[src/rtl/hist_cfg_pkg.sv]
`default_nettype none

package hist_cfg_pkg;

    // time-bin index width, room for up to 64 bins
    localparam int BIN_W_MAX = 6;

    // pixel index width, up to 16 pixels per sweep
    localparam int PIX_W_MAX = 4;

    // one histogram count, saturates at all ones
    localparam int COUNT_W = 16;

    // ram word address, bank bit on top of pixel and bin
    localparam int HIST_ADDR_W = 1 + PIX_W_MAX + BIN_W_MAX;

    // word address into the histogram ram
    // bank is the ping-pong half, pixel and bin pick the word
    typedef struct packed {
        logic                 bank;
        logic [PIX_W_MAX-1:0] pixel;
        logic [BIN_W_MAX-1:0] bin;
    } hist_addr_t;

    // one readout record, address fields plus the count
    typedef struct packed {
        logic                 bank;
        logic [PIX_W_MAX-1:0] pixel;
        logic [BIN_W_MAX-1:0] bin;
        logic [COUNT_W-1:0]   count;
    } hist_rec_t;

endpackage

`default_nettype wire

[src/rtl/hist_bus_pkg.sv]
`default_nettype none

package hist_bus_pkg;

    import hist_cfg_pkg::*;

    // number of masters on the shared histogram ram
    localparam int MST_NUM = 2;

    // master index of the hit accumulator, wins when bus is free
    localparam logic MST_ACC = 1'b0;

    // master index of the readout and clear engine
    localparam logic MST_RDO = 1'b1;

    // wishbone classic master request
    // cyc frames a whole tenure, stb marks one access
    // adr, we and dat stay put until ack
    typedef struct packed {
        logic               cyc;
        logic               stb;
        logic               we;
        hist_addr_t         adr;
        logic [COUNT_W-1:0] dat;
    } wb_req_t;

    // wishbone classic slave response
    // read data is valid in the ack cycle only
    typedef struct packed {
        logic               ack;
        logic [COUNT_W-1:0] dat;
    } wb_rsp_t;

endpackage

`default_nettype wire

[src/rtl/hist_mem_arbiter.sv]
`timescale 1ns/1ps
`default_nettype none

module hist_mem_arbiter import hist_bus_pkg::*; (
    input  logic    clk,
    input  logic    res,
    input  wb_req_t acc_req,
    output wb_rsp_t acc_rsp,
    input  wb_req_t rdo_req,
    output wb_rsp_t rdo_rsp,
    output wb_req_t ram_req,
    input  wb_rsp_t ram_rsp
);

    wb_req_t req [MST_NUM];
    wb_rsp_t rsp [MST_NUM];
    // owner of the current tenure
    logic    own;
    logic    own_vld;
    // master routed to the ram this cycle
    logic    sel;

    assign req[MST_ACC] = acc_req;
    assign req[MST_RDO] = rdo_req;

    // owner keeps the bus while its cyc stays high
    // otherwise fixed priority, accumulator first
    always_comb begin
        if (own_vld && req[own].cyc) begin
            sel = own;
        end else if (acc_req.cyc) begin
            sel = MST_ACC;
        end else begin
            sel = MST_RDO;
        end
    end

    // idle readout request has cyc low, so an empty bus stays idle
    assign ram_req = req[sel];

    // ack and data only to the selected master
    always_comb begin
        for (int i = 0; i < MST_NUM; i++) begin
            rsp[i] = '0;
        end
        rsp[sel] = ram_rsp;
    end

    assign acc_rsp = rsp[MST_ACC];
    assign rdo_rsp = rsp[MST_RDO];

    always_ff @(posedge clk or negedge res) begin
        if (!res) begin
            own     <= MST_ACC;
            own_vld <= 1'b0;
        end else begin
            // tenure lasts while the granted cyc is up
            own     <= sel;
            own_vld <= ram_req.cyc;
        end
    end

endmodule

`default_nettype wire

[config.mk]
export PLATFORM = sky130hd
export DESIGN_NAME = hist_mem_arbiter
export DESIGN_NICKNAME = d
export VERILOG_FILES = /design/src/rtl/hist_cfg_pkg.sv /design/src/rtl/hist_bus_pkg.sv /design/src/rtl/hist_mem_arbiter.sv
export SDC_FILE = /design/constraint.sdc
export NUM_CORES = 1
export LEC_CHECK = 0
export BUFFER_PORTS_ARGS = -buffer_cell sky130_fd_sc_hd__buf_4
export CORE_MARGIN = 2
export CORE_UTILIZATION = 36
export DETAILED_ROUTE_END_ITERATION = 10
export PLACE_DENSITY = 0.87
export SETUP_SLACK_MARGIN = 0.05
export SLEW_MARGIN = 10
export SYNTH_ARGS = -nofsm -noshare
export SYNTH_HDL_FRONTEND = slang
export SYNTH_SLANG_ARGS = --single-unit
[constraint.sdc]
create_clock -name clk -period 2.4 [get_ports clk]
set_clock_uncertainty 0.2 [all_clocks]
set_input_delay 0.12 -clock clk [delete_from_list [all_inputs] [get_ports clk]]
set_output_delay 0.12 -clock clk [all_outputs]
set_load 0.1 [all_outputs]
==> flow_metrics.tcl <==
set metrics [dict create \
    status "finished clean" \
    yosys.area_share.xor_xnor_pct 0 \
    powerDensity_nw_per_um2 529.9 \
    p_leak_nw 1.158 \
    die_x_um 61.16 \
    crit_type "reg -> out" \
    critical_path.slowest_cell "dfrtp_1" \
    maxCapViolCount 0 \
    hold_class "in -> async" \
    crit_family "buffers and inverters" \
    dieArea_um2 3740 \
    rsz0062_at_grt "no" \
    finalHoldViolations 0 \
    synth_compound_area_share_pct 33.62 \
    worst_path_most_repeated_cell "buf_4" \
    cp_num_buf_inv 2 \
    synth_fa_ha_area_share_pct 0 \
    drive_gt1_share_pct 52.60 \
    num_antenna_cells 0 \
    fin_crit_ns 1.996 \
    drt-initial-drc-count 131 \
    rows 20 \
    path_clk_slew_ns 0.03 \
    postCtsSetupBuffers 0 \
    slew-limit-headroom_pct 54.86 \
    grt_pass1_vias 1563 \
    syn2layout_area_growth_pct 91.17 \
    critPathLaunch "own" \
    root_buffer "clkbuf_4" \
    insertion_delay_ns 0.22 \
    nets 389 \
    preCtsSetupSlack_ns 0.6471 \
    ir_worst_vdd_mv 0.3615 \
    cts.sinks 2 \
    worstPathCellList "buf_4 > and3_4 > o211ai_1 > buf_4" \
    dp.cells 348 \
    dr.max_layer_used "met4" \
    crit_fanout 29 \
    dr_wl_met3_um 442 \
    grt_max_degree 91 \
    dp_hpwl_mm 3.569 \
    tns_ns 0 \
    finalCritPeriodShare_pct 83.15 \
    yosysUniqueCellTypes 14 \
    synthSimpleGateAreaFrac_pct 50.96 \
    drv_slew 0 \
    cts_tree "done" \
    gp_congestion 0.7740 \
    synthesis.instances 181 \
    port_buffers 142 \
    cts.path.max_buffers 2 \
    regToRegStartpoint "own" \
    synth-warning-count 0 \
    cts_max_level 1 \
    dr_total_vias 1852 \
    synth_area_um2 1176 \
    n_fill_cell 274 \
    max_freq_mhz 501.1 \
    ys_seq_area_share_pct 4.255 \
    synth_seq_cells 2 \
    met1_length_mm 1.713 \
    layout.cells.non_filler 352 \
    ios 143 \
    finalWirelength_mm 4.661 \
    synthMuxAreaShare_pct 0 \
    viasPerCell 5.261 \
    grt_overflow_total 0 \
    arrival_ns 1.68 \
    drcViolationCount 0 \
    ant_nets 0 \
    antenna_found_initial 0 \
    syn_area_per_cell_um2 6.498 \
    end_kind "primary output" \
    fin_ws_ns 0.4043 \
    slowest_delay_ns 0.38 \
    grt_pass1_wl_mm 6.831 \
    finalSetupViolCount 0 \
    cts-buffers-inserted 3 \
    synth_top_family_by_area "simple AND/OR/NAND/NOR gates" \
    wl_per_cell_um 13.24 \
    tightest_slew_ns 0.6771 \
    dieHeight_um 61.16 \
    critPathRequiredTime_ns 2.08 \
    dr.pass1.iters 4 \
    syn_nets 260 \
    wl_met2_mm 2.381 \
    fp.coreArea_um2 3078 \
    grt_usage_pct 23.52 \
    start_kind "flip-flop" \
    initial_core_util_pct 38.21 \
]
==> metrics by stage <==
| step | util, % | power (mW) | area (µm²) | hold slack, ns |
|---|---|---|---|---|
| 2_1_floorplan | - | 0.8606 | 1187 | -0.3756 |
| 3_3_place_gp | 71.99 | 1.113 | 2216 | -0.2973 |
| 3_5_place_dp | 71.99 | 1.118 | 2216 | -0.2958 |
| 4_1_cts | 73.05 | 1.197 | 2248 | 0.04112 |
| 5_1_grt | 73.05 | 1.238 | 2248 | 0.03907 |
| 6_report | 73.05 | 1.192 | 2248 | 0.04520 |
==> final timing paths <==
kind | slack, ns | end | depth (start not counted)
setup / recovery | 0.40 | ram_req[1] | 4
hold / removal | 0.05 | own | 2
setup reg to reg | 1.22 | own | 3
hold reg to reg | 0.61 | own | 3
max in group asynchronous | 1.86 | own_vld | 2
min in group clk | 0.20 | own_vld | 2
==> cells in the final DEF (no fill, tap or decap) <==
cell type / instances
nand2b_1: 29
o211ai_2: 10
nand4_1: 29
or2_1: 1
buf_4: 148
a21boi_1: 17
dlygate4sd3_1: 1
dfrtp_1: 2
o211ai_1: 19
clkbuf_4: 3
nand2_1: 30
and3_1: 17
nand3_1: 1
and3_4: 1
==> worst register-to-register path, stage by stage, from the launching register on <==
cell     delay, ns
dfrtp_1       0.38
nand3_1       0.10
buf_4         0.29
nand2_1       0.09
==> layout make-up <==
class / instances / area [µm²] / share of cell area (%)
Sequential cell: 2 / 50.05 / 2.226
Timing Repair Buffer: 149 / 1121 / 49.86
Clock buffer: 3 / 22.52 / 1.002
Multi-Input combinational cell: 154 / 999.7 / 44.46
Tap cell: 44 / 55.05 / 2.449
==> synth_stat cells <==
| library cell | instances | area [µm²] |
|---|---|---|
| nand2b_1 | 29 | 181.4 |
| o211ai_2 | 10 | 125.1 |
| and3_1 | 18 | 112.6 |
| buf_2 | 12 | 60.06 |
| dfrtp_1 | 2 | 50.05 |
| nand3_1 | 1 | 5.000 |
| or2_1 | 1 | 6.260 |
| buf_4 | 2 | 15.01 |
| nand2_1 | 30 | 112.6 |
| a21boi_1 | 17 | 127.6 |
| buf_6 | 2 | 22.52 |
| nand4_1 | 29 | 181.4 |
| clkbuf_1 | 9 | 33.78 |
| o211ai_1 | 19 | 142.6 |
==> layer usage <==
metal / vias to the layer above / GRT usage, %
met4: 0 / 8.696
li1: 927 / -
met2: 86 / 41.19
met1: 829 / 27.30
met5: - / 0
met3: 10 / 6.303
==> power by group <==
group	switching [mW]	internal (mW)
clock network	0.0191	0.0552
registers	0.00166	0.0361
logic	0.814	0.266
==> registers in the layout (all words and copies together), names as in the netlist <==
signal	flops
own	1
own_vld	1
==> repair_timing <==
action,in CTS,in global routing
hold buffers,1,0
gates resized for setup,0,0
endpoints found under the hold margin,2,0
==> cell families after synthesis <==
kind of cell	Yosys count
AO/OA/AOI/OAI	46
buffers and inverters	25
flip-flops	2
AND/OR/NAND/NOR	108
Note: power is estimated with default switching activity, not from simulation.
