--- src/rtl/hist_cfg_pkg.sv ---
`default_nettype none

package hist_cfg_pkg;

    // time-bin index width, room for up to 64 bins
    localparam int BIN_W_MAX = 6;

    // pixel index width, up to 16 pixels per sweep
    localparam int PIX_W_MAX = 4;

    // one histogram count, saturates at all ones
    localparam int COUNT_W = 16;

    // ram word address, bank bit on top of pixel and bin
    localparam int HIST_ADDR_W = 1 + PIX_W_MAX + BIN_W_MAX;

    // word address into the histogram ram
    // bank is the ping-pong half, pixel and bin pick the word
    typedef struct packed {
        logic                 bank;
        logic [PIX_W_MAX-1:0] pixel;
        logic [BIN_W_MAX-1:0] bin;
    } hist_addr_t;

    // one readout record, address fields plus the count
    typedef struct packed {
        logic                 bank;
        logic [PIX_W_MAX-1:0] pixel;
        logic [BIN_W_MAX-1:0] bin;
        logic [COUNT_W-1:0]   count;
    } hist_rec_t;

endpackage

`default_nettype wire

--- src/rtl/hist_bus_pkg.sv ---
`default_nettype none

package hist_bus_pkg;

    import hist_cfg_pkg::*;

    // number of masters on the shared histogram ram
    localparam int MST_NUM = 2;

    // master index of the hit accumulator, wins when bus is free
    localparam logic MST_ACC = 1'b0;

    // master index of the readout and clear engine
    localparam logic MST_RDO = 1'b1;

    // wishbone classic master request
    // cyc frames a whole tenure, stb marks one access
    // adr, we and dat stay put until ack
    typedef struct packed {
        logic               cyc;
        logic               stb;
        logic               we;
        hist_addr_t         adr;
        logic [COUNT_W-1:0] dat;
    } wb_req_t;

    // wishbone classic slave response
    // read data is valid in the ack cycle only
    typedef struct packed {
        logic               ack;
        logic [COUNT_W-1:0] dat;
    } wb_rsp_t;

endpackage

`default_nettype wire

--- src/rtl/hist_readout.sv ---
`timescale 1ns/1ps
`default_nettype none

module hist_readout import hist_cfg_pkg::*; import hist_bus_pkg::*; #(
    parameter int BIN_NUM   = 16,
    parameter int PIXEL_NUM = 4
) (
    input  logic      clk,
    input  logic      res,
    input  logic      bank_done,
    input  logic      drain_bank,
    output logic      rdo_busy,
    output wb_req_t   rdo_req,
    input  wb_rsp_t   rdo_rsp,
    output logic      out_valid,
    output hist_rec_t out_rec,
    input  logic      out_ready
);

    // read, show, clear, then a bus-free gap before next word
    typedef enum logic [2:0] {
        R_IDLE,
        R_READ,
        R_SHOW,
        R_CLEAR,
        R_NEXT
    } rdo_state_t;

    rdo_state_t state;
    hist_addr_t scan_adr;
    logic       scan_last;

    // last word of the drained bank
    assign scan_last = (scan_adr.pixel == PIX_W_MAX'(PIXEL_NUM - 1)) &
                       (scan_adr.bin == BIN_W_MAX'(BIN_NUM - 1));

    assign rdo_busy  = (state != R_IDLE);
    assign out_valid = (state == R_SHOW);

    // bus is released while the record waits on out_ready
    assign rdo_req.cyc = (state == R_READ) | (state == R_CLEAR);
    assign rdo_req.stb = (state == R_READ) | (state == R_CLEAR);
    assign rdo_req.we  = (state == R_CLEAR);
    assign rdo_req.adr = scan_adr;
    // clear writes zero
    assign rdo_req.dat = '0;

    always_ff @(posedge clk or negedge res) begin
        if (!res) begin
            state    <= R_IDLE;
            scan_adr <= '0;
        end else begin
            case (state)
                R_IDLE: begin
                    // start at pixel 0 bin 0 of the finished bank
                    if (bank_done) begin
                        scan_adr <= '{bank: drain_bank, pixel: '0, bin: '0};
                        state    <= R_READ;
                    end
                end
                R_READ: begin
                    if (rdo_rsp.ack) begin
                        state <= R_SHOW;
                    end
                end
                R_SHOW: begin
                    if (out_ready) begin
                        state <= R_CLEAR;
                    end
                end
                R_CLEAR: begin
                    // done once the final zero is in
                    if (rdo_rsp.ack) begin
                        state <= scan_last ? R_IDLE : R_NEXT;
                    end
                end
                R_NEXT: begin
                    // bin runs fastest, then pixel
                    if (scan_adr.bin == BIN_W_MAX'(BIN_NUM - 1)) begin
                        scan_adr.bin   <= '0;
                        scan_adr.pixel <= scan_adr.pixel + 1'b1;
                    end else begin
                        scan_adr.bin <= scan_adr.bin + 1'b1;
                    end
                    state <= R_READ;
                end
                default: state <= R_IDLE;
            endcase
        end
    end

    // record captured with the read ack, held through the stall
    always_ff @(posedge clk) begin
        if (state == R_READ && rdo_rsp.ack) begin
            out_rec <= '{bank: scan_adr.bank, pixel: scan_adr.pixel,
                         bin: scan_adr.bin, count: rdo_rsp.dat};
        end
    end

endmodule

`default_nettype wire

--- config.mk ---
export PLATFORM = sky130hd
export DESIGN_NAME = hist_readout
export DESIGN_NICKNAME = d
export VERILOG_FILES = /design/src/rtl/hist_cfg_pkg.sv /design/src/rtl/hist_bus_pkg.sv /design/src/rtl/hist_readout.sv
export SDC_FILE = /design/constraint.sdc
export NUM_CORES = 1
export LEC_CHECK = 0
export BUFFER_PORTS_ARGS = -buffer_cell sky130_fd_sc_hd__buf_2
export CORE_MARGIN = 10
export CORE_UTILIZATION = 48
export CTS_BUF_LIST = sky130_fd_sc_hd__clkbuf_8
export CTS_CLUSTER_DIAMETER = 150
export DETAILED_ROUTE_END_ITERATION = 10
export PLACE_DENSITY_LB_ADDON = 0.15
export SKIP_CTS_REPAIR_TIMING = 1
export SYNTH_ARGS = -nofsm -noshare
export SYNTH_HDL_FRONTEND = slang
export SYNTH_SLANG_ARGS = --single-unit
--- constraint.sdc ---
create_clock -name clk -period 2.2 [get_ports clk]
set_input_delay 0.44 -clock clk [delete_from_list [all_inputs] [get_ports clk]]
set_output_delay 0.44 -clock clk [all_outputs]
set_load 0.005 [all_outputs]
==> flow_metrics.tcl <==
set metrics [dict create \
    rsz0062_at_grt "false" \
    grt_pass1_vias 1226 \
    final_cell_mix "64 x buf_2, 27 x edfxtp_1, 16 x conb_1, 14 x dfrtp_1, 9 x nand2_1" \
    wl_per_cell_um 16.4 \
    antenna_left 0 \
    syn_area_mm2 0.00182 \
    core_area_mm2 0.00366 \
    h-tree-depth 2 \
    yosysWarnings 0 \
    dieHeight_um 81.6 \
    post_synth_num_cell_types 40 \
    stdcell_count 245 \
    tightest_slew_ps 669 \
    io_pins 81 \
    clock_latency_ps 280 \
    multi_input_area_um2 542 \
    final_common_cell "buf_2" \
    netlist_instances 132 \
    ys_seq_area_frac 0.637 \
    row_count 22 \
    end_kind "output port" \
    cp-start-kind "flip-flop" \
    crit_chain "or3_1, buf_2" \
    grt_first_pass_wirelength_um 6040 \
    leakage_uw 0.000997 \
    synthToLayoutAreaGrowth_pct 20.6 \
    grt_antenna_before_repair 0 \
    root_buffer "clkbuf_8" \
    final_nets 220 \
    cap_violations 0 \
    slew_viol_final 0 \
    slew_headroom 0.554 \
    drtIter0Drc 57 \
    cts_buffers 5 \
    timing.rr.end "out_rec[25]" \
    post-route-period-util 0.864 \
    clock_sinks 41 \
    skew_ps 4.98 \
    io_buffer_count 64 \
    status "complete, no violations" \
    drc 0 \
    gp_congestion 0.801 \
    critPathMaxFanout 25 \
    drive_above_1_share 0.396 \
    p_per_area_mw_per_mm2 1010 \
    hp-class "input pin to asynchronous set/reset pin" \
    startpoint "state[2]" \
    ir_worst_vdd_mv 0.733 \
    yosysTopAreaCell "edfxtp_1" \
    reg2reg_depth 3 \
    ys_top_cells_by_area "edfxtp_1 45%, dfrtp_1 19%, buf_4 7.8%" \
    arrival_ps 1460 \
    crit_path_max_incr_delay_ps 630 \
    antenna_cells 0 \
    dieArea_mm2 0.00666 \
    grt_overflow 0 \
    wirelength_um 4010 \
    fill_cells 299 \
    max_clock_freq_ghz 0.526 \
    cts.path.max_buffers 2 \
    drt-pass1-iter-count 4 \
    critPathSlowestCell "dfrtp_1" \
    period_needed_ps 1900 \
    crit_type "flip-flop to output port" \
    tns_ps 0 \
    track_usage 0.116 \
    dr_total_vias 1232 \
    hold_viol 0 \
    seq_area_mm2 0.00116 \
    syn_avg_cell_area_um2 13.8 \
    ff2ff_setup_slack_ps 460 \
    setup_viol 0 \
    via_per_inst 5.03 \
    grt_max_degree 28 \
    initial_core_util 0.498 \
    netlist.area_leader.share 0.445 \
    rr_startpoint "state[2]" \
    dp_hpwl_um 3090 \
    p_total_uw 2210 \
    ys_ff_latch 41 \
    required_ps 1760 \
    placedCellCount 237 \
    cts_tree "yes" \
    die_w_um 81.6 \
    clkTransAtPathRegs_ps 70 \
    cp-endpoint "rdo_busy" \
]
[per-stage QoR]
stage | area, um2 | hold WS [ps] | util | setup WS, ps
after detailed placement | 2090 | 360 | 0.571 | 480
final | 2200 | 38.8 | 0.600 | 300
after global placement | 2090 | 356 | 0.571 | 522
after floorplan | 1880 | 144 | - | 337
after CTS | 2200 | 42.5 | 0.600 | 290
after global routing | 2200 | 51.5 | 0.600 | 202
[flip-flops by register name, summed over array words and instances, names as in the netlist]
register  count
out_rec      27
rdo_req      11
state         3
[cells in the mapped netlist]
master    number
nand4_1        1
o211ai_1       1
buf_4         19
nand2b_1       1
and3_1         4
nor3_1         1
dfrtp_1       14
a21oi_1        3
nor2b_1        1
a22o_1         2
mux2_4         2
nand2_1        9
or3_1          1
o21ai_0        3
xor2_1         1
or2b_1         1
a41oi_1        1
o31ai_1        1
o21ai_1        3
ha_1           2
or2_1          1
o21a_1         1
conb_1         1
nor3_2         1
a32o_1         2
nor3b_1        4
buf_6          2
buf_2          2
nor4b_1        2
nor2_1         3
edfxtp_1      27
nor2_2         2
a31oi_1        1
and2_4         1
a221o_1        4
and4_1         2
nand3b_1       1
and3_4         1
mux2_1         1
and3b_1        2
[worst min-delay path by stage]
| stage | cells past startpoint | slack [ps] | endpoint | from |
|---|---|---|---|---|
| 4_1_cts | 1 | 40 | state[1] | res |
| 5_1_grt | 1 | 50 | rdo_req[16] | res |
| 3_5_place_dp | 1 | 360 | state[1] | res |
| 6_report | 1 | 40 | state[1] | res |
| 3_3_place_gp | 1 | 360 | state[1] | res |
| 2_1_floorplan | 0 | 140 | rdo_req[16] | res |
[cells by family (layout without fill, tap and decap cells)]
| group | after synthesis | in the layout | synth area share |
|---|---|---|---|
| AO/OA/AOI/OAI | 22 | 22 | 0.0879 |
| XOR/XNOR | 1 | 1 | 0.00481 |
| adder cells (fa/ha/maj) | 2 | 2 | 0.0137 |
| buffers and inverters | 23 | 73 | 0.0962 |
| flip-flops | 41 | 41 | 0.637 |
| multiplexers | 3 | 3 | 0.0227 |
| other | 1 | 16 | 0.00206 |
| AND/OR/NAND/NOR | 39 | 39 | 0.135 |
[report_power, final]
part           switching (uW)  leakage [uW]  internal (uW)  total [uW]
registers                 142      0.000437           1010        1150
logic                     277      0.000503            229         506
clock network             227     0.0000570            330         557
[area by class of cell]
type,instances,share of cell area
Clock buffer,5,0.0313
Clock inverter,3,0.0171
Timing Repair Buffer,65,0.149
Sequential cell,41,0.528
Multi-Input combinational cell,83,0.247
Tap cell,48,0.0273
[per-layer routing]
| layer | vias up | GRT usage | wire (um) |
|---|---|---|---|
| met5 | - | 0 | 0 |
| met4 | 0 | 0.0391 | 41 |
| met3 | 6 | 0.0579 | 498 |
| met2 | 58 | 0.185 | 1860 |
| met1 | 582 | 0.132 | 1610 |
| li1 | 586 | - | - |
[critical path: cells and delay by family (launching register included)]
kind,cells,cell delay (ps)
AND/OR/NAND/NOR,1,420
flip-flops,1,630
buffers and inverters,1,130
(Power assumes the default switching activity.)
