<file path="src/rtl/hist_cfg_pkg.sv">
`default_nettype none

package hist_cfg_pkg;

    // time-bin index width, room for up to 64 bins
    localparam int BIN_W_MAX = 6;

    // pixel index width, up to 16 pixels per sweep
    localparam int PIX_W_MAX = 4;

    // one histogram count, saturates at all ones
    localparam int COUNT_W = 16;

    // ram word address, bank bit on top of pixel and bin
    localparam int HIST_ADDR_W = 1 + PIX_W_MAX + BIN_W_MAX;

    // word address into the histogram ram
    // bank is the ping-pong half, pixel and bin pick the word
    typedef struct packed {
        logic                 bank;
        logic [PIX_W_MAX-1:0] pixel;
        logic [BIN_W_MAX-1:0] bin;
    } hist_addr_t;

    // one readout record, address fields plus the count
    typedef struct packed {
        logic                 bank;
        logic [PIX_W_MAX-1:0] pixel;
        logic [BIN_W_MAX-1:0] bin;
        logic [COUNT_W-1:0]   count;
    } hist_rec_t;

endpackage

`default_nettype wire

</file>
<file path="src/rtl/hist_frame_counter.sv">
`timescale 1ns/1ps
`default_nettype none

module hist_frame_counter import hist_cfg_pkg::*; #(
    parameter int HITS_PER_PIXEL = 8,
    parameter int PIXEL_NUM      = 4,
    parameter int ACQ_NUM        = 3
) (
    input  logic                 clk,
    input  logic                 res,
    input  logic                 hit_take,
    input  logic                 rdo_busy,
    output logic [PIX_W_MAX-1:0] cur_pixel,
    output logic                 fill_bank,
    output logic                 bank_done,
    output logic                 hold
);

    // counter widths, at least one bit each
    localparam int HIT_W = (HITS_PER_PIXEL > 1) ? $clog2(HITS_PER_PIXEL) : 1;
    localparam int ACQ_W = (ACQ_NUM > 1) ? $clog2(ACQ_NUM) : 1;

    logic [HIT_W-1:0]     hit_cnt;
    logic [PIX_W_MAX-1:0] pix_cnt;
    logic [ACQ_W-1:0]     acq_cnt;
    logic                 last_hit;
    logic                 last_pix;
    logic                 last_acq;

    // end of each counter level
    assign last_hit = (hit_cnt == HIT_W'(HITS_PER_PIXEL - 1));
    assign last_pix = (pix_cnt == PIX_W_MAX'(PIXEL_NUM - 1));
    assign last_acq = (acq_cnt == ACQ_W'(ACQ_NUM - 1));

    // next hit would flip banks but old bank still draining
    assign hold = last_hit & last_pix & last_acq & rdo_busy;

    // accumulator tags each hit with this pixel
    assign cur_pixel = pix_cnt;

    always_ff @(posedge clk or negedge res) begin
        if (!res) begin
            hit_cnt   <= '0;
            pix_cnt   <= '0;
            acq_cnt   <= '0;
            fill_bank <= 1'b0;
            bank_done <= 1'b0;
        end else begin
            // single cycle pulse
            bank_done <= 1'b0;
            if (hit_take) begin
                if (!last_hit) begin
                    hit_cnt <= hit_cnt + 1'b1;
                end else begin
                    // pixel full, move to the next one
                    hit_cnt <= '0;
                    if (!last_pix) begin
                        pix_cnt <= pix_cnt + 1'b1;
                    end else begin
                        // sweep over all pixels done
                        pix_cnt <= '0;
                        if (!last_acq) begin
                            acq_cnt <= acq_cnt + 1'b1;
                        end else begin
                            // acquisition complete, swap banks
                            acq_cnt   <= '0;
                            fill_bank <= ~fill_bank;
                            bank_done <= 1'b1;
                        end
                    end
                end
            end
        end
    end

endmodule

`default_nettype wire

</file>
<file path="config.mk">
export PLATFORM = sky130hd
export DESIGN_NAME = hist_frame_counter
export DESIGN_NICKNAME = d
export VERILOG_FILES = /design/src/rtl/hist_cfg_pkg.sv /design/src/rtl/hist_frame_counter.sv
export SDC_FILE = /design/constraint.sdc
export NUM_CORES = 1
export LEC_CHECK = 0
export BUFFER_PORTS_ARGS = -buffer_cell sky130_fd_sc_hd__buf_2
export CORE_AREA = 2 2 39 41
export CTS_BUF_LIST = sky130_fd_sc_hd__clkbuf_4
export DETAILED_ROUTE_END_ITERATION = 12
export DIE_AREA = 0 0 41 43
export HOLD_SLACK_MARGIN = 0.08
export SLEW_MARGIN = 0
export SYNTH_ARGS = -nofsm -noshare
export SYNTH_HDL_FRONTEND = slang
export SYNTH_SLANG_ARGS = --single-unit
</file>
<file path="constraint.sdc">
create_clock -name clk -period 1.4 [get_ports clk]
set_input_delay 0.14 -clock clk [delete_from_list [all_inputs] [get_ports clk]]
set_output_delay 0.14 -clock clk [all_outputs]
set_load 0.03 [all_outputs]
</file>
==> results of run 1 <==
-- kinds of logic (layout without fill, tap and decap cells) --
family | count (synthesis) | in the layout | synth area share (%)
AOI/OAI and AO/OA | 3 | 3 | 3.19
and+or+nand+nor | 17 | 17 | 19.7
adders and majority gates | 3 | 3 | 7.37
buffers and inverters | 2 | 28 | 1.47
DFF | 11 | 11 | 54.1
xor gates and xnor gates | 2 | 2 | 3.44
muxes | 5 | 5 | 10.8
-- power breakdown --
part	total, µW	switching, µW	internal [µW]
registers	482	71.1	411
clock network	242	113	130
logic	615	312	303
total	1340	495	844
-- cell usage in the layout (no fill, tap or decap), types with 2 or more instances in the layout --
cell type | synthesis | final
inv_1 | 2 | 2
ha_4 | 0 | 2
dfrtp_1 | 11 | 9
mux2_2 | 3 | 2
mux2_4 | 0 | 2
nor4_4 | 1 | 2
buf_2 | 0 | 9
xor2_1 | 2 | 2
nor2_4 | 0 | 2
clkbuf_4 | 0 | 4
nor2_1 | 4 | 2
nand3_1 | 2 | 2
buf_6 | 0 | 2
buf_4 | 0 | 10
nand2_1 | 6 | 5
dfrtp_2 | 0 | 2
-- worst max-delay path: stages (launching register included) --
cell	delay, ps
dfrtp_2	390
ha_4	130
or3b_4	400
nor4_4	140
buf_4	190
-- state kept, by name (all words and copies together), names as in the netlist --
| name | cells |
|---|---|
| acq_cnt | 2 |
| fill_bank | 1 |
| cur_pixel | 4 |
| bank_done | 1 |
| hit_cnt | 3 |
-- metal layers --
metal | vias up | track usage [%] | wire, µm
met2 | 6 | 19.7 | 621
li1 | 200 | - | -
met5 | - | 0 | 0
met4 | 0 | 6.00 | 0
met1 | 190 | 19.2 | 479
met3 | 0 | 4.71 | 37
-- worst min path at each step --
stage                  start    endpoint  slack, ps  depth (start not counted)
floorplan                res  acq_cnt[0]       -160                          0
global placement         res  hit_cnt[1]         20                          1
detailed placement       res  hit_cnt[2]         30                          1
CTS                 hit_take  hit_cnt[1]        220                          3
global route        hit_take  hit_cnt[1]        220                          3
finish              hit_take  hit_cnt[1]        220                          3
-- layout make-up --
type	instances	area, µm²	share of cell area (%)
multi-input combinational	30	312	39.0
sequential	11	278	34.7
timing repair buffer	22	153	19.1
clock buffer	4	30.0	3.76
tap	16	20.0	2.50
inverter	2	7.51	0.939
-- stage by stage --
step	utilization, %	hold slack (ps)	setup TNS (ps)	cell area (µm²)	instances
final	57.8	223	-811	800	85
after global routing	57.8	215	-1130	800	85
after CTS	55.9	217	-761	773	84
after detailed placement	48.5	31.0	-180	671	75
after global placement	48.5	23.8	-116	671	75
after floorplan	-	-156	-473	556	43
-- timing repair --
action	CTS	global route
endpoints found under the setup margin	5	8
buffers inserted	4	1
hold buffers	1	0
pin swaps	2	2
hold endpoints to repair	11	0
gates resized for setup	7	5
==> flow_metrics.py, run 1 <==
metrics = {
    "worst_setup_path": {
        "crit_start": "cur_pixel[1]",
        "cp-end-kind": "primary output",
        "reg2reg_depth": 5,
        "endpoint": "hold",
        "r2r_setup_slack_ps": -190,
        "worstSetupPathType": "flip-flop to primary output",
        "crit_fanout": 2,
        "crit_arrival_ps": 1520,
        "r2r-end": "acq_cnt[0]",
        "crit_path_start_kind": "flip-flop",
        "cp_data_required_time_ps": 1260,
        "r2r_start": "cur_pixel[1]",
    },
    "layout": {
        "nNetsFinal": 77,
        "drive_gt1_share_pct": 59.4,
        "antenna_cells": 0,
        "synthToLayoutAreaGrowth_pct": 57.0,
        "fill_cells": 126,
    },
    "sta": {
        "period_share_pct": 118,
        "finalHoldViolations": 0,
        "setup_viol": 6,
        "worst_slew_pin_slew_ps": 272,
        "rsz0062_at_grt": "yes",
        "fin_ws_ps": -255,
        "skew_ps": 0.587,
        "layout_min_cycle_time_ps": 1660,
        "maxSlewViolCount": 0,
        "max_freq_mhz": 604,
        "slew_headroom_pct": 81.9,
    },
    "synth": {
        "netlist_instances": 43,
        "synth_most_common_cell": "dfrtp_1",
        "syn_area_um2": 509,
        "synthArstFlopShare_pct": 100,
        "synth-seq-cells": 11,
        "synth_edf_count": 0,
        "seq_area_frac_synth_pct": 54.1,
        "synth_ff_type": "dfrtp_1",
        "synth_common_cells": "dfrtp_1, nand2_1, nor2_1",
        "syn_nets": 50,
        "yosys_warnings": 0,
        "syn_area_per_cell_um2": 11.8,
        "synth_top_area_cell": "dfrtp_1",
        "synthTopCellsByArea": "dfrtp_1, ha_1, mux2_2",
        "synth_top_cell_area_share_pct": 54.1,
        "synth.distinct_cells": 17,
    },
    "floorplan": {
        "die_area_um2": 1760,
        "core_area_um2": 1380,
        "initial_core_util_pct": 36.8,
        "rows": 14,
        "dieHeight_um": 43,
        "die_x_um": 41,
        "io-pin-count": 11,
    },
    "run_status": {
        "violations": "setup timing",
        "status": "finished, violations left",
    },
    "cts": {
        "h-tree-depth": 1,
        "cts_num_sinks": 11,
        "cts_buffer_depth": 2,
        "clk_pin_slew_ps": 70,
        "cts_tree": "yes",
        "numCtsBuffers": 3,
        "clk_latency_ps": 270,
        "root_buffer": "clkbuf_4",
    },
    "grt": {
        "grt_pass1_wl_mm": 1.64,
        "grt_max_degree": 12,
        "grt-ovfl-total": 0,
        "grt_pass1_vias": 375,
        "antenna_found_initial": 0,
        "grt_usage_pct": 14.1,
    },
    "power_and_ir_drop": {
        "power_density_nw_per_um2": 1680,
        "leakagePower_uw": 0.000381,
        "ir_drop_v": 0.000740,
        "p_total_uw": 1340,
    },
    "routing": {
        "drt_iter0_markers": 2,
        "wl_per_cell_um": 13.4,
        "num_vias": 396,
        "drc": 0,
        "drt_first_pass_iters": 2,
        "drt-vias-per-instance": 4.66,
        "ant_nets": 0,
        "routed_wl_mm": 1.14,
    },
    "placed_design": {
        "dp_hpwl_um": 722,
        "port_buffers": 10,
        "routabilityCongestion": 0.723,
        "pre_cts_ws_ps": -57.9,
    },
    "min_path": {
        "hp-class": "input port to flip-flop",
    },
    "job": {
        "maxCapViolations": 0,
    },
}
(Power assumes the default switching activity.)
==> run 2, diff against run 1 <==
- PLACE_DENSITY_LB_ADDON: default -> 0.2
==> flow_metrics.py, run 2 (synthesis results as in run 1) <==
metrics = {
    "run_status": {
        "status": "finished, violations left",
        "violations": "setup timing",
    },
    "layout": {
        "final_cell_mix": "buf_2, dfrtp_1, buf_4, buf_6, nand2_1",
        "largest_reg_flops": 4,
        "antenna_cells": 0,
        "drive_gt1_share_pct": 63.4,
        "synthToLayoutAreaGrowth_pct": 68.6,
        "final_common_cell": "buf_2",
        "nNetsFinal": 79,
        "fill_cells": 116,
    },
    "sta": {
        "fin_ws_ps": -274,
        "max_freq_mhz": 598,
        "rsz0062_at_grt": "yes",
        "skew_ps": 3.39,
        "worst_slew_pin_slew_ps": 272,
        "layout_min_cycle_time_ps": 1670,
        "setup_viol": 10,
        "period_share_pct": 120,
        "finalHoldViolations": 0,
        "maxSlewViolCount": 0,
        "slew_headroom_pct": 81.9,
    },
    "routing": {
        "drc": 0,
        "drt_iter0_markers": 3,
        "num_vias": 407,
        "ant_nets": 0,
        "wl_per_cell_um": 12.6,
        "drt_first_pass_iters": 2,
        "routed_wl_mm": 1.10,
        "drt-vias-per-instance": 4.68,
    },
    "grt": {
        "globalRouteMet3Util_pct": 3.14,
        "grt_max_degree": 12,
        "grt_usage_pct": 15.0,
        "use_met2_pct": 21.3,
        "grt_pass1_wl_mm": 1.70,
        "grt-ovfl-total": 0,
        "grt_pass1_vias": 401,
        "antenna_found_initial": 0,
        "met1_usage_pct": 18.7,
        "busiest_layer": "met2",
    },
    "worst_setup_path": {
        "crit_fanout": 3,
        "worstSetupPathType": "flip-flop to flip-flop",
        "reg2reg_depth": 6,
        "cp-end-kind": "flip-flop",
        "r2r_setup_slack_ps": -270,
        "cp_cell_sequence": "ha_4 > or3b_4 > buf_4 > buf_6 > nor2_4 > mux2_4",
        "cpPeakStageDelay_ps": 390,
        "crit_arrival_ps": 1840,
        "cp_data_required_time_ps": 1560,
        "crit_path_start_kind": "flip-flop",
        "r2r_start": "cur_pixel[1]",
        "r2r-end": "acq_cnt[0]",
        "crit_path_top_delay_cell": "dfrtp_2",
        "crit_start": "cur_pixel[1]",
    },
    "floorplan": {
        "die_area_um2": 1760,
        "io-pin-count": 11,
        "rows": 14,
        "die_x_um": 41,
        "core_area_um2": 1380,
        "dieHeight_um": 43,
        "initial_core_util_pct": 36.8,
    },
    "power_and_ir_drop": {
        "leakagePower_uw": 0.000401,
        "p_sw_share_pct": 36.0,
        "p_int_uw": 950,
        "clkPwrFrac_pct": 16.1,
        "seqPwrFrac_pct": 34.0,
        "ir_drop_v": 0.000858,
        "power_switching_uw": 534,
        "p_total_uw": 1480,
        "pwr-share-comb_pct": 49.9,
        "power_density_nw_per_um2": 1730,
    },
    "placed_design": {
        "routabilityCongestion": 0.681,
        "port_buffers": 10,
        "dp_hpwl_um": 729,
        "pre_cts_ws_ps": -64.0,
    },
    "cts": {
        "clk_latency_ps": 270,
        "h-tree-depth": 1,
        "cts_buffer_depth": 2,
        "root_buffer": "clkbuf_4",
        "cts_num_sinks": 11,
        "cts_tree": "yes",
        "clk_pin_slew_ps": 70,
        "numCtsBuffers": 3,
    },
    "min_path": {
        "hold_end": "hit_cnt[1]",
        "hp-class": "input port to flip-flop",
        "holdCritStartpoint": "hit_take",
        "hold_depth": 2,
    },
    "job": {
        "maxCapViolations": 0,
    },
}
run 2: cell count changes in the layout (fill, tap and decap cells not counted), sizes merged:
cell | previous run | this run
buf | 21 | 23
run 2: layout make-up:
cell class,count,area (µm²),share of cell area [%]
Clock buffer,4,30.0,3.50
Inverter,2,7.51,0.875
Multi-Input combinational cell,30,335,39.1
Sequential cell,11,279,32.5
Tap cell,16,20.0,2.33
Timing Repair Buffer,24,186,21.7
run 2: layer usage:
layer	wire length, µm	vias up
met3	38	2
li1	-	205
met1	453	193
met4	10	0
met5	0	-
met2	596	7
run 2: stage by stage:
step,util (%),hold slack (ps),TNS (ps),cell area (µm²),cells
after floorplan,-,-156,-473,556,43
after global placement,49.0,24.3,-93.8,678,76
after detailed placement,49.0,27.7,-179,678,76
after CTS,55.2,177,-736,763,83
after global routing,62.0,242,-2180,858,87
final,62.0,236,-1510,858,87
run 2: power by group through the flow:
stage / Clock (µW) / Combinational (µW) / Sequential (µW)
after floorplan: 0 / 246 / 557
after global placement: 0 / 467 / 480
after detailed placement: 0 / 482 / 485
after CTS: 249 / 559 / 485
after global routing: 273 / 806 / 514
final: 239 / 741 / 504
run 2: worst max-delay path by stage:
stage               slack (ps)          to
finish                    -270  acq_cnt[0]
global placement           -40  acq_cnt[0]
floorplan                 -180  acq_cnt[0]
global route              -340        hold
CTS                       -280        hold
detailed placement         -60  acq_cnt[0]
run 2: repair_timing:
action	in CTS	in global routing
cloned	0	0
hold buffers	1	0
pin swaps	4	3
hold endpoints to repair	11	0
endpoints found under the setup margin	5	8
buffers inserted	3	5
gates resized for setup	8	16
run 2: worst max-delay path: cells and delay by family, from the launching register on:
kind	cells	cell delay (ps)
multiplexers	1	300
buffers and inverters	2	270
AND/OR/NAND/NOR	2	490
flip-flops	1	390
adder cells (fa/ha/maj)	1	130
==> run 3, diff against run 2 <==
--- a/config.mk
+++ b/config.mk
@@ -7,4 +7,5 @@
 export LEC_CHECK = 0
 export BUFFER_PORTS_ARGS = -buffer_cell sky130_fd_sc_hd__buf_2
+export CAP_MARGIN = 15
 export CORE_AREA = 2 2 39 41
 export CTS_BUF_LIST = sky130_fd_sc_hd__clkbuf_4
@@ -12,5 +13,4 @@
 export DIE_AREA = 0 0 41 43
 export HOLD_SLACK_MARGIN = 0.08
-export PLACE_DENSITY_LB_ADDON = 0.2
 export SLEW_MARGIN = 0
 export SYNTH_ARGS = -nofsm -noshare
==> constraint.sdc (replaced) <==
create_clock -name clk -period 1.4 [get_ports clk]
set_input_delay 0.14 -clock clk [delete_from_list [all_inputs] [get_ports clk]]
set_output_delay 0.14 -clock clk [all_outputs]
set_load 0.1 [all_outputs]
==> flow_metrics.py, run 3 (synthesis results as in run 1) <==
metrics = {
    "power_and_ir_drop": {
        "leakagePower_uw": 0.000375,
        "power_density_nw_per_um2": 1890,
        "ir_drop_v": 0.000805,
    },
    "min_path": {
        "hp-class": "input port to flip-flop",
        "holdCritStartpoint": "hit_take",
    },
    "worst_setup_path": {
        "cp_data_required_time_ps": 1260,
        "cp_num_buf_inv": 1,
        "cp-end-kind": "primary output",
        "crit_fanout": 2,
        "crit_start": "cur_pixel[1]",
        "crit_path_top_delay_cell": "dfrtp_4",
        "crit_path_start_kind": "flip-flop",
        "crit_family": "simple AND/OR/NAND/NOR gates",
        "worstSetupPathType": "flip-flop to primary output",
        "cp_cell_sequence": "ha_4 > or3b_4 > nor4_4 > buf_12",
        "r2r_start": "cur_pixel[1]",
        "crit_arrival_ps": 1630,
        "cpPeakStageDelay_ps": 430,
    },
    "routing": {
        "drt-vias-per-instance": 4.76,
        "ant_nets": 0,
        "drt_first_pass_iters": 3,
        "drt_iter0_markers": 2,
        "num_vias": 400,
        "wl_per_cell_um": 12.1,
        "routed_wl_mm": 1.01,
        "drc": 0,
    },
    "cts": {
        "cts_buffer_depth": 2,
        "root_buffer": "clkbuf_4",
        "cts_tree": "yes",
        "clk_latency_ps": 260,
        "h-tree-depth": 1,
        "clk_pin_slew_ps": 70,
        "cts_num_sinks": 11,
        "numCtsBuffers": 3,
    },
    "placed_design": {
        "port_buffers": 10,
        "placed_area_um2": 694,
        "dp_cells": 77,
        "dp_hpwl_um": 734,
        "routabilityCongestion": 0.631,
    },
    "grt": {
        "grt-ovfl-total": 0,
        "antenna_found_initial": 0,
        "grt_usage_pct": 14.3,
        "grt_pass1_vias": 376,
        "grt_pass1_wl_mm": 1.62,
        "grt_max_degree": 12,
    },
    "sta": {
        "setup_viol": 6,
        "finalHoldViolations": 0,
        "skew_ps": 1.73,
        "maxSlewViolCount": 0,
        "layout_min_cycle_time_ps": 1770,
        "rsz0062_at_grt": "yes",
        "slew_headroom_pct": 67.9,
        "worst_slew_pin_slew_ps": 485,
        "period_share_pct": 127,
        "fin_ws_ps": -375,
        "max_freq_mhz": 564,
    },
    "floorplan": {
        "dieHeight_um": 43,
        "die_x_um": 41,
        "rows": 14,
        "die_area_um2": 1760,
        "core_area_um2": 1380,
        "io-pin-count": 11,
        "initial_core_util_pct": 36.8,
    },
    "run_status": {
        "violations": "setup timing",
        "status": "finished, violations left",
    },
    "layout": {
        "fill_cells": 124,
        "fin_area_um2": 782,
        "final_cell_mix": "buf_4, buf_2, dfrtp_1",
        "area.sequential_um2": 285,
        "synthToLayoutAreaGrowth_pct": 53.6,
        "antenna_cells": 0,
        "nNetsFinal": 76,
        "final_cells": 84,
        "drive_gt1_share_pct": 58.8,
        "multi_input_area_um2": 289,
        "final_common_cell": "buf_4",
        "largest_reg_flops": 4,
    },
    "job": {
        "maxCapViolations": 0,
    },
}
-- run 3: power breakdown --
group / internal [µW] / switching [µW]
Combinational: 274 / 479
Clock: 129 / 103
Sequential: 423 / 70.3
-- run 3: timing repair --
action	in CTS	in global routing
setup endpoints to repair	5	8
pin swaps	3	1
setup buffers	2	0
endpoints found under the hold margin	11	0
hold buffers	1	0
gates resized for setup	4	3
-- run 3: cell type report --
type	instances	share of cell area, %
Inverter	2	0.960
Timing Repair Buffer	21	19.2
Clock buffer	4	3.84
Tap cell	16	2.56
Sequential cell	11	36.5
Multi-Input combinational cell	30	37.0
-- run 3: final timing paths --
path                            slack [ps]  cells after the start      endpoint
worst max-delay path                  -370                      4          hold
max in group asynchronous              900                      2  cur_pixel[0]
worst min-delay path                   180                      2    hit_cnt[1]
min in group asynchronous              270                      2  cur_pixel[1]
worst min register to register         480                      1     fill_bank
worst max register to register        -250                      5    acq_cnt[0]
-- run 3: per-layer routing --
| metal | global-route usage [%] | share of wire, % |
|---|---|---|
| met5 | 0 | 0 |
| met4 | 6.00 | 0.99 |
| met3 | 4.71 | 3.1 |
| met2 | 20.6 | 52 |
| met1 | 18.9 | 44 |
-- run 3: stage by stage --
| step | TNS [ps] | hold WS (ps) | total power, µW | worst slack, ps | util (%) |
|---|---|---|---|---|---|
| after floorplan | -2170 | -156 | 995 | -931 | - |
| after global placement | -425 | 18.1 | 1180 | -152 | 50.2 |
| after detailed placement | -506 | 21.6 | 1180 | -191 | 50.2 |
| after CTS | -1180 | 178 | 1450 | -391 | 55.2 |
| after global routing | -1490 | 187 | 1570 | -433 | 56.5 |
| final | -1170 | 181 | 1480 | -375 | 56.5 |
