===== src/rtl/hist_cfg_pkg.sv =====
`default_nettype none

package hist_cfg_pkg;

    // time-bin index width, room for up to 64 bins
    localparam int BIN_W_MAX = 6;

    // pixel index width, up to 16 pixels per sweep
    localparam int PIX_W_MAX = 4;

    // one histogram count, saturates at all ones
    localparam int COUNT_W = 16;

    // ram word address, bank bit on top of pixel and bin
    localparam int HIST_ADDR_W = 1 + PIX_W_MAX + BIN_W_MAX;

    // word address into the histogram ram
    // bank is the ping-pong half, pixel and bin pick the word
    typedef struct packed {
        logic                 bank;
        logic [PIX_W_MAX-1:0] pixel;
        logic [BIN_W_MAX-1:0] bin;
    } hist_addr_t;

    // one readout record, address fields plus the count
    typedef struct packed {
        logic                 bank;
        logic [PIX_W_MAX-1:0] pixel;
        logic [BIN_W_MAX-1:0] bin;
        logic [COUNT_W-1:0]   count;
    } hist_rec_t;

endpackage

`default_nettype wire


===== src/rtl/hist_bus_pkg.sv =====
`default_nettype none

package hist_bus_pkg;

    import hist_cfg_pkg::*;

    // number of masters on the shared histogram ram
    localparam int MST_NUM = 2;

    // master index of the hit accumulator, wins when bus is free
    localparam logic MST_ACC = 1'b0;

    // master index of the readout and clear engine
    localparam logic MST_RDO = 1'b1;

    // wishbone classic master request
    // cyc frames a whole tenure, stb marks one access
    // adr, we and dat stay put until ack
    typedef struct packed {
        logic               cyc;
        logic               stb;
        logic               we;
        hist_addr_t         adr;
        logic [COUNT_W-1:0] dat;
    } wb_req_t;

    // wishbone classic slave response
    // read data is valid in the ack cycle only
    typedef struct packed {
        logic               ack;
        logic [COUNT_W-1:0] dat;
    } wb_rsp_t;

endpackage

`default_nettype wire


===== src/rtl/hist_accumulator.sv =====
`timescale 1ns/1ps
`default_nettype none

module hist_accumulator import hist_cfg_pkg::*; import hist_bus_pkg::*; (
    input  logic                 clk,
    input  logic                 res,
    input  logic                 hit_valid,
    input  logic [BIN_W_MAX-1:0] hit_bin,
    output logic                 hit_ready,
    output logic                 hit_take,
    input  logic [PIX_W_MAX-1:0] cur_pixel,
    input  logic                 fill_bank,
    input  logic                 hold,
    output wb_req_t              acc_req,
    input  wb_rsp_t              acc_rsp
);

    // init is the single dead cycle after reset
    typedef enum logic [2:0] {
        A_INIT,
        A_IDLE,
        A_READ,
        A_INC,
        A_WRITE
    } acc_state_t;

    acc_state_t         state;
    hist_addr_t         hit_adr;
    logic [COUNT_W-1:0] cnt_q;

    // ready only between hits and never under hold
    assign hit_ready = (state == A_IDLE) & ~hold;
    assign hit_take  = hit_valid & hit_ready;

    // cyc spans read, increment and write
    // the arbiter keeps us granted so the update is atomic
    assign acc_req.cyc = (state == A_READ) | (state == A_INC) | (state == A_WRITE);
    // stb low during increment, one access per strobe
    assign acc_req.stb = (state == A_READ) | (state == A_WRITE);
    assign acc_req.we  = (state == A_WRITE);
    assign acc_req.adr = hit_adr;
    assign acc_req.dat = cnt_q;

    always_ff @(posedge clk or negedge res) begin
        if (!res) begin
            state <= A_INIT;
        end else begin
            case (state)
                A_INIT: state <= A_IDLE;
                A_IDLE: begin
                    if (hit_take) begin
                        state <= A_READ;
                    end
                end
                A_READ: begin
                    if (acc_rsp.ack) begin
                        state <= A_INC;
                    end
                end
                // one cycle to add with stb dropped
                A_INC: state <= A_WRITE;
                A_WRITE: begin
                    // write ack ends the hit
                    if (acc_rsp.ack) begin
                        state <= A_IDLE;
                    end
                end
                default: state <= A_INIT;
            endcase
        end
    end

    // address and count of the hit in flight
    always_ff @(posedge clk) begin
        if (hit_take) begin
            hit_adr <= '{bank: fill_bank, pixel: cur_pixel, bin: hit_bin};
        end
        if (state == A_READ && acc_rsp.ack) begin
            cnt_q <= acc_rsp.dat;
        end else if (state == A_INC && cnt_q != '1) begin
            // saturate at full scale
            cnt_q <= cnt_q + 1'b1;
        end
    end

endmodule

`default_nettype wire


===== config.mk =====
export PLATFORM = sky130hd
export DESIGN_NAME = hist_accumulator
export DESIGN_NICKNAME = d
export VERILOG_FILES = /design/src/rtl/hist_cfg_pkg.sv /design/src/rtl/hist_bus_pkg.sv /design/src/rtl/hist_accumulator.sv
export SDC_FILE = /design/constraint.sdc
export NUM_CORES = 1
export LEC_CHECK = 0
export BUFFER_PORTS_ARGS = -buffer_cell sky130_fd_sc_hd__buf_2
export CAP_MARGIN = 20
export CELL_PAD_IN_SITES_DETAIL_PLACEMENT = 0
export CELL_PAD_IN_SITES_GLOBAL_PLACEMENT = 1
export CORE_UTILIZATION = 36
export DETAILED_ROUTE_END_ITERATION = 6
export GPL_ROUTABILITY_DRIVEN = 0
export PLACE_DENSITY_LB_ADDON = 0.1
export SLEW_MARGIN = 20
export SYNTH_ARGS = -nofsm -noshare
export SYNTH_HDL_FRONTEND = slang
export SYNTH_SLANG_ARGS = --single-unit

===== constraint.sdc =====
create_clock -name clk -period 2.38 [get_ports clk]
set_input_delay 0.119 -clock clk [delete_from_list [all_inputs] [get_ports clk]]
set_output_delay 0.119 -clock clk [all_outputs]
set_load 0.01 [all_outputs]

==> qor.csv, run 1 <==
stage;metric;value;unit
sta;rsz0062_at_grt;false;
synth;ys_seq_elements;30;
global_route;grtUsageTotal;0.173;
layout;fillers;388;
global_route;grt_start_max_net_pins;32;
min_path;hp-class;in2reg;
global_route;gr-total-overflow;0;
sta;hold_viol;0;
pwr;power;2.15;mW
global_route;busiest_layer;met2;
setup_path;worstPathMaxFanout;12;
layout;stdcell_count;252;
synth;netlist_area;1530;um2
sta;fin_setup_tns;0;ns
setup_path;cp-end-kind;output port;
synth;ys_seq_area_frac;0.580;
global_route;grt_pass1_wl;5.58;mm
sta;period_share;0.771;
setup_path;cpPeakStageDelay;0.51;ns
clock_tree;cts_buffers;5;
placed_design;dp_hpwl;2.52;mm
synth;synth_nets;163;
drt;routed_via_density;4.77;
drt;routedWlPerCell;13.4;um
sta;setup_viol;0;
setup_path;slowest_stage;and3_1;
global_route;antenna_found_initial;0;
floorplan;die_area;4500;um2
layout;area.sequential;886;um2
floorplan;num_rows;23;
global_route;met2_usage;0.250;
synth;synth_area_per_cell;11.7;um2
setup_path;worst_r2r_startpoint;state[2];
sta;finalHoldWorstSlack;0.0125;ns
synth;ys_types;33;
sta;fmax;545;MHz
setup_path;ff2ff_path_depth;5;
clock_tree;cts_sinks;30;
setup_path;path_cells;nor2b_1, and3_1, buf_2;
setup_path;cp-start-kind;flip-flop;
global_route;first_global_vias;1105;
synth;ys_warn_count;0;
floorplan;io_pins;64;
sta;layout_min_cycle_time;1.84;ns
sta;clock_skew;0.00514;ns
drt;drtIter0Drc;94;
layout;layout_commonest_cell;buf_2;
layout;antenna_cells;0;
layout;areaGrowthSynthToFinish;35.3;%
run_status;status;completed;
setup_path;crit_path_start;state[0];
pwr;power_leakage;0.820;nW
setup_path;cp_data_required_time;2.26;ns
setup_path;reg2reg_to;cnt_q[3];
layout;drive_above_1_share;0.436;
sta;finalMaxSlewViolations;0;
clock_tree;cts_tree;yes;
drt;ant_nets;0;
layout;multi_input_area;612;um2
clock_tree;insertion_delay;0.28;ns
clock_tree;clk_path_buf_depth;2;
placed_design;dp.cells;242;
floorplan;die_y;67.1;um
floorplan;floorplan.initialDensity;0.379;
drt;via_count;1203;
setup_path;r2r_slack;0.61;ns
layout;final_cell_mix;63 x buf_2, 27 x edfxtp_1, 20 x nand2_1;
drt;drc;0;
placed_design;port_buffers;63;
clock_tree;clock-root-buffer;clkbuf_8;
sta;tightest_slew;0.507;ns
global_route;grt_util_met1;0.242;
global_route;gr-usage-met3;0.0497;
floorplan;die_w;67.1;um
pwr;peakVddDrop;0.000614;V
setup_path;arrival;1.72;ns
clock_tree;post_cts_buffers;0;
clock_tree;clk_pin_slew;0.07;ns
sta;slew_headroom;0.662;
clock_tree;htreeDepth;2;
drt;first_pass_iters;4;
pwr;p_per_area;1040;nW/um2
setup_path;critical_path_class;reg2out;
floorplan;fp.coreArea;4030;um2
synth;synth_cells;130;
drt;wl;3.37;mm
layout;nets;234;
flow_run;maxCapViolations;0;
setup_path;cp-endpoint;hit_take;
-- report_power, final --
group | switching, mW | internal (mW) | leakage, nW | total (mW)
clock | 0.195 | 0.414 | 0.0658 | 0.609
combinational | 0.339 | 0.273 | 0.468 | 0.612
sequential | 0.163 | 0.769 | 0.285 | 0.932
total | 0.697 | 1.46 | 0.820 | 2.15
-- what timing repair did --
item / CTS / global route
endpoints found under the hold margin: 3 / 1
resized for setup: 0 / 0
hold buffers: 1 / 1
-- registers in the layout (all words and copies together), names as in the netlist --
name,count
cnt_q,16
acc_req,11
state,3
-- worst min-delay path by stage --
| stage | startpoint | endpoint | slack, ns | depth (start not counted) |
|---|---|---|---|---|
| 6_report | hit_bin[1] | acc_req[17] | 0.01 | 1 |
| 5_1_grt | cur_pixel[1] | acc_req[23] | 0.004 | 1 |
| 4_1_cts | hit_bin[4] | acc_req[20] | 0.003 | 1 |
| 3_5_place_dp | res | state[1] | -0.08 | 1 |
| 3_3_place_gp | res | state[0] | -0.08 | 1 |
| 2_1_floorplan | res | state[0] | -0.18 | 0 |
-- critical path, delay by kind of cell (launching register included) --
kind | cells | cell delay, ns
DFF | 1 | 0.47
and+or+nand+nor | 2 | 0.74
buffers and inverters | 1 | 0.23
-- synthesized netlist by cell type --
library cell  count  area share
maj3_1            1      0.0066
nand4_1           3       0.012
nor4_2            4       0.033
and3_1            1      0.0041
o21ai_0          11       0.036
nand4_2           3       0.025
inv_1             4      0.0098
dfrtp_1           3       0.049
a31oi_1           1      0.0041
nor3_2            1      0.0066
nand2_2           1      0.0041
a21oi_1           1      0.0033
mux2_2            2       0.015
and2_1            1      0.0041
xor2_1            4       0.023
nor3_1            5       0.016
nand3_1           3      0.0098
xnor2_1          10       0.057
nor2b_1           1      0.0041
buf_2             4       0.013
nand2_1          20       0.049
nand3b_1          1      0.0049
and4_1            1      0.0057
or2_1             1      0.0041
nand3_2           1      0.0066
edfxtp_1         27        0.53
nand2b_1          2      0.0082
or2_2             1      0.0041
ha_1              1      0.0082
mux2_1            1      0.0074
o21ai_1           4       0.013
o21ai_2           2       0.011
nor2_1            4      0.0098
-- final cells by class --
type | instances | share of cell area
clock buffers | 5 | 0.0333
clock inverters | 3 | 0.0309
inverters | 4 | 0.00727
multi-input cells | 92 | 0.296
flip-flops and latches | 30 | 0.429
well taps | 50 | 0.0303
repair buffers | 68 | 0.173
-- cells by family after synthesis --
logic type / count (synthesis) / share of synthesized area
adders and majority gates: 2 / 0.0148
DFF: 30 / 0.580
and+or+nand+nor: 54 / 0.211
buffers and inverters: 8 / 0.0229
xor gates and xnor gates: 14 / 0.0803
AOI/OAI and AO/OA: 19 / 0.0680
muxes: 3 / 0.0221
-- routing by layer --
metal  vias to the layer above  share of wire
met5                         -              0
met4                         0          0.010
met3                         4          0.060
met2                        42           0.44
met1                       543           0.49
li1                        614              -
-- per-stage QoR --
| stage | setup slack (ns) | area, um2 | util |
|---|---|---|---|
| 2_1_floorplan | 0.472 | 1530 | - |
| 3_3_place_gp | 0.674 | 1910 | 0.475 |
| 3_5_place_dp | 0.619 | 1910 | 0.475 |
| 4_1_cts | 0.546 | 2060 | 0.510 |
| 5_1_grt | 0.384 | 2070 | 0.513 |
| 6_report | 0.544 | 2070 | 0.513 |
Note: power is estimated with default switching activity, not from simulation.
==> inputs of run 2 (changes only) <==
Clock period 2.38 ns to 1.8 ns, I/O delays scaled along.
==> qor.csv, run 2 (same netlist as run 1, synthesis figures left out) <==
stage;metric;value;unit;change
floorplan;die_y;67.1;um;unchanged
floorplan;fp.coreArea;4030;um2;unchanged
sta;hold_viol;0;;unchanged
pwr;power;2.61;mW;+21%
clock_tree;cts_tree;yes;;
clock_tree;clk_pin_slew;0.06;ns;about the same
pwr;p_per_area;1210;nW/um2;+16%
placed_design;dp_hpwl;2.61;mm;+3.5%
setup_path;r2r_slack;0.14;ns;-0.47 ns
clock_tree;clk_path_buf_depth;2;;unchanged
drt;ant_nets;0;;unchanged
setup_path;cpPeakStageDelay;0.39;ns;-0.12 ns
drt;routed_via_density;4.73;;-0.93%
clock_tree;clock-root-buffer;clkbuf_8;;
setup_path;critical_path_class;reg2reg;;
global_route;grt_start_max_net_pins;17;;-47%
setup_path;cp_data_required_time;1.76;ns;-0.50 ns
layout;regMostFlops;cnt_q;;
setup_path;crit_family;simple AND/OR/NAND/NOR gates;;
clock_tree;cts_sinks;30;;unchanged
sta;slew_headroom;0.750;;+0.0879
floorplan;die_w;67.1;um;unchanged
layout;nets;248;;+6.0%
clock_tree;post_cts_buffers;0;;unchanged
global_route;grt_pass1_wl;5.64;mm;+1.1%
min_path;hold-path-endpoint;state[2];;
clock_tree;htreeDepth;2;;unchanged
layout;areaGrowthSynthToFinish;40.8;%;
sta;finalMaxSlewViolations;0;;unchanged
floorplan;num_rows;23;;unchanged
drt;routedWlPerCell;13.4;um;+0.53%
setup_path;path_buf_inv;0;;-1
clock_tree;cts_buffers;5;;unchanged
floorplan;die_area;4500;um2;unchanged
sta;setup_viol;0;;unchanged
layout;final_cell_mix;63 x buf_2, 27 x edfxtp_1, 20 x nand2_1;;
min_path;hp-class;in2reg;;
floorplan;io_pins;64;;unchanged
global_route;first_global_vias;1218;;+10%
layout;largest_register_ffs;16;;unchanged
drt;wl;3.58;mm;+6.1%
sta;layout_min_cycle_time;1.66;ns;
pwr;peakVddDrop;0.000560;V;-8.8%
setup_path;cp-end-kind;flip-flop;;
setup_path;cp-start-kind;flip-flop;;
min_path;min_from;acc_rsp[16];;
sta;period_share;0.923;;
setup_path;ff2ff_path_depth;4;;-1
layout;drive_above_1_share;0.435;;-0.000458
drt;drtIter0Drc;50;;-47%
drt;drc;0;;unchanged
floorplan;floorplan.initialDensity;0.379;;unchanged
sta;tightest_slew;0.374;ns;-0.133 ns
pwr;power_leakage;0.860;nW;+4.9%
layout;antenna_cells;0;;unchanged
global_route;grtUsageTotal;0.173;;+0.000347
setup_path;worst_r2r_startpoint;cnt_q[0];;
setup_path;slowest_stage;edfxtp_1;;
setup_path;path_cells;ha_1, and4_1, a31oi_1, or2_4;;
sta;finalHoldWorstSlack;0.0270;ns;+0.0145 ns
global_route;antenna_found_initial;0;;unchanged
sta;rsz0062_at_grt;false;;
placed_design;port_buffers;63;;unchanged
flow_run;maxCapViolations;0;;unchanged
global_route;gr-total-overflow;0;;unchanged
clock_tree;insertion_delay;0.28;ns;about the same
min_path;whs_path_depth;2;;+1
setup_path;arrival;1.62;ns;-0.10 ns
sta;clock_skew;0.00610;ns;+0.000964 ns
layout;layout_commonest_cell;buf_2;;
sta;fin_setup_tns;0;ns;unchanged
setup_path;reg2reg_to;cnt_q[14];;
drt;first_pass_iters;4;;unchanged
run_status;status;completed;;
drt;via_count;1258;;+4.6%
sta;fmax;602;MHz;
setup_path;worstPathMaxFanout;16;;+4
[run 2: changes by cell type in the layout (fill, tap and decap cells not counted), sizes merged]
cell,delta
buf,+4
bufinv,-2
clkbuf,+1
clkinv,+1
dlygate4sd3,+10
[run 2: worst max-delay path by stage]
| stage | startpoint | to | cells past startpoint |
|---|---|---|---|
| floorplan | cnt_q[0] | cnt_q[0] | 4 |
| global placement | cnt_q[0] | cnt_q[14] | 4 |
| detailed placement | cnt_q[0] | cnt_q[8] | 4 |
| CTS | cnt_q[0] | cnt_q[6] | 4 |
| global route | cnt_q[0] | cnt_q[3] | 4 |
| finish | cnt_q[0] | cnt_q[14] | 4 |
[run 2: where the power goes]
part / total, mW / switching [mW] / internal (mW)
logic: 0.891 / 0.485 / 0.406
registers: 1.20 / 0.185 / 1.02
clock network: 0.516 / 0.248 / 0.267
[run 2: per-stage QoR]
stage | area (um2) | util | worst slack (ns) | std cells
after detailed placement | 1950 | 0.483 | 0.127 | 246
final | 2150 | 0.534 | 0.139 | 266
after global routing | 2150 | 0.534 | 0.0408 | 266
after CTS | 2150 | 0.534 | 0.126 | 266
after floorplan | 1530 | - | 0.133 | 130
after global placement | 1950 | 0.483 | 0.171 | 246
[run 2: layout make-up]
type                    instances  area (um2)
clock buffers                   6        72.6
clock inverters                 2        10.0
fillers                       375        1880
inverters                       4        15.0
multi-input cells              92         616
flip-flops and latches         30         886
well taps                      50        62.6
repair buffers                 82         488
[run 2: metal layers]
metal,wire length [um],GRT usage
met1,1630,0.214
met2,1720,0.281
met3,176,0.0531
met4,51,0.0638
met5,0,0
[run 2: timing repair]
action                                 4_1_cts  5_1_grt
resized for setup                            1        0
endpoints found under the hold margin       14        0
hold buffers                                12        0
setup endpoints to repair                    1        0
==> inputs of run 3 (changes only) <==
Clock period 1.8 ns to 1.58 ns, I/O delays scaled along.
==> qor.csv, run 3 (same netlist as run 1, synthesis figures left out) <==
stage;metric;value;unit;change
global_route;busiest_layer;met2;;
setup_path;critical_path_class;reg2reg;;
pwr;power;3.45;mW;+32%
global_route;met2_usage;0.299;;+0.0175
setup_path;arrival;1.64;ns;+0.02 ns
global_route;gr-usage-met3;0.0634;;+0.0103
sta;layout_min_cycle_time;1.61;ns;-0.0482 ns
layout;areaGrowthSynthToFinish;66.0;%;
drt;ant_nets;0;;unchanged
sta;rsz0062_at_grt;true;;
floorplan;floorplan.initialDensity;0.379;;unchanged
layout;regMostFlops;cnt_q;;
drt;via_count;1373;;+9.1%
layout;largest_register_ffs;16;;unchanged
clock_tree;cts_tree;yes;;
sta;setup_viol;16;;+16
global_route;antenna_found_initial;0;;unchanged
global_route;grt_util_met1;0.227;;+0.0128
global_route;grt_pass1_wl;5.93;mm;+5.3%
pwr;p_per_area;1360;nW/um2;+12%
clock_tree;htreeDepth;2;;unchanged
pwr;power_leakage;1.05;nW;+22%
placed_design;dp.cells;260;;+5.7%
floorplan;die_y;67.1;um;unchanged
clock_tree;insertion_delay;0.29;ns;about the same
pwr;peakVddDrop;0.000692;V;+24%
clock_tree;clk_pin_slew;0.07;ns;about the same
layout;nets;274;;+10%
sta;fmax;620;MHz;+3.0%
run_status;status;finished with violations;;
floorplan;die_area;4500;um2;unchanged
setup_path;r2r_slack;-0.03;ns;-0.17 ns
setup_path;cp_data_required_time;1.61;ns;-0.15 ns
global_route;grtUsageTotal;0.187;;+0.0136
sta;finalMaxSlewViolations;0;;unchanged
drt;routed_via_density;4.70;;-0.58%
clock_tree;clk_path_buf_depth;2;;unchanged
floorplan;num_rows;23;;unchanged
run_status;violations;setup timing;;
layout;final_cell_mix;63 x buf_2, 27 x edfxtp_1, 26 x buf_4;;
sta;clock_skew;0.00796;ns;+0.00186 ns
placed_design;dp_hpwl;2.59;mm;-0.82%
placed_design;port_buffers;63;;unchanged
clock_tree;clock-root-buffer;clkbuf_8;;
floorplan;die_w;67.1;um;unchanged
clock_tree;cts_sinks;30;;unchanged
layout;drive_above_1_share;0.537;;+0.102
drt;drtIter0Drc;43;;-14%
setup_path;cp-end-kind;flip-flop;;
sta;period_share;1.02;;+0.0980
flow_run;maxCapViolations;0;;unchanged
sta;hold_viol;0;;unchanged
global_route;grt_start_max_net_pins;26;;+9
layout;antenna_cells;0;;unchanged
floorplan;fp.coreArea;4030;um2;unchanged
drt;routedWlPerCell;13.9;um;+3.4%
sta;slew_headroom;0.802;;+0.0521
floorplan;io_pins;64;;unchanged
layout;area.sequential;887;um2;+0.14%
global_route;gr-total-overflow;0;;unchanged
sta;finalHoldWorstSlack;0.00203;ns;-0.0250 ns
sta;fin_setup_tns;-0.307;ns;-0.307 ns
placed_design;dpl_worst_slack;-0.0702;ns;-0.198 ns
global_route;first_global_vias;1252;;+2.8%
clock_tree;cts_buffers;5;;unchanged
min_path;hp-class;in2reg;;
setup_path;worstPathMaxFanout;8;;-8
setup_path;cp-start-kind;flip-flop;;
layout;fillers;346;;-7.7%
layout;layout_commonest_cell;buf_2;;
layout;multi_input_area;741;um2;+20%
layout;stdcell_count;292;;+9.8%
sta;setup_slack;-0.0328;ns;-0.172 ns
sta;tightest_slew;0.296;ns;-0.0779 ns
drt;first_pass_iters;4;;unchanged
drt;wl;4.06;mm;+14%
drt;drc;0;;unchanged
==> run 3: worst max-delay path, cell delays in order, from the launching register on <==
cell and delay (ns):
edfxtp_1 0.44, nand4_4 0.19, nor3_4 0.27, a31oi_4 0.11, or2_4 0.33
==> run 3: through the flow <==
stage / utilization / cell area [um2]
after floorplan: - / 1530
after global placement: 0.516 / 2080
after detailed placement: 0.516 / 2080
after CTS: 0.576 / 2320
after global routing: 0.629 / 2530
final: 0.629 / 2530
==> run 3: what timing repair did <==
| action | 4_1_cts | 5_1_grt |
|---|---|---|
| hold buffers | 12 | 0 |
| pin swaps | 2 | 10 |
| buffers inserted | 2 | 7 |
| resized for setup | 4 | 23 |
| setup endpoints to repair | 18 | 26 |
| cloned | 1 | 2 |
| endpoints found under the hold margin | 14 | 0 |
==> run 3: worst paths after layout <==
check | startpoint | endpoint | cells past startpoint
worst min-delay path | acc_rsp[16] | state[2] | 2
worst max-delay path | cnt_q[8] | cnt_q[8] | 4
worst max register to register | cnt_q[8] | cnt_q[8] | 4
min in group asynchronous | res | state[0] | 2
worst min register to register | state[2] | state[1] | 2
max in group asynchronous | res | state[0] | 2
==> run 3: power by group <==
part / internal, mW / total [mW] / switching (mW)
clock network: 0.301 / 0.602 / 0.302
registers: 1.16 / 1.36 / 0.201
logic: 0.757 / 1.49 / 0.729
==> run 3: per-layer routing <==
| metal | vias up | part of all wire |
|---|---|---|
| met4 | 0 | 0.015 |
| li1 | 698 | - |
| met2 | 42 | 0.49 |
| met3 | 5 | 0.059 |
| met1 | 628 | 0.43 |
| met5 | - | 0 |
==> run 3: layout make-up <==
cell class	instances	area share
clock inverters	3	0.00642
well taps	50	0.0247
clock buffers	5	0.0272
repair buffers	107	0.293
flip-flops and latches	30	0.350
inverters	4	0.00593
multi-input cells	93	0.292
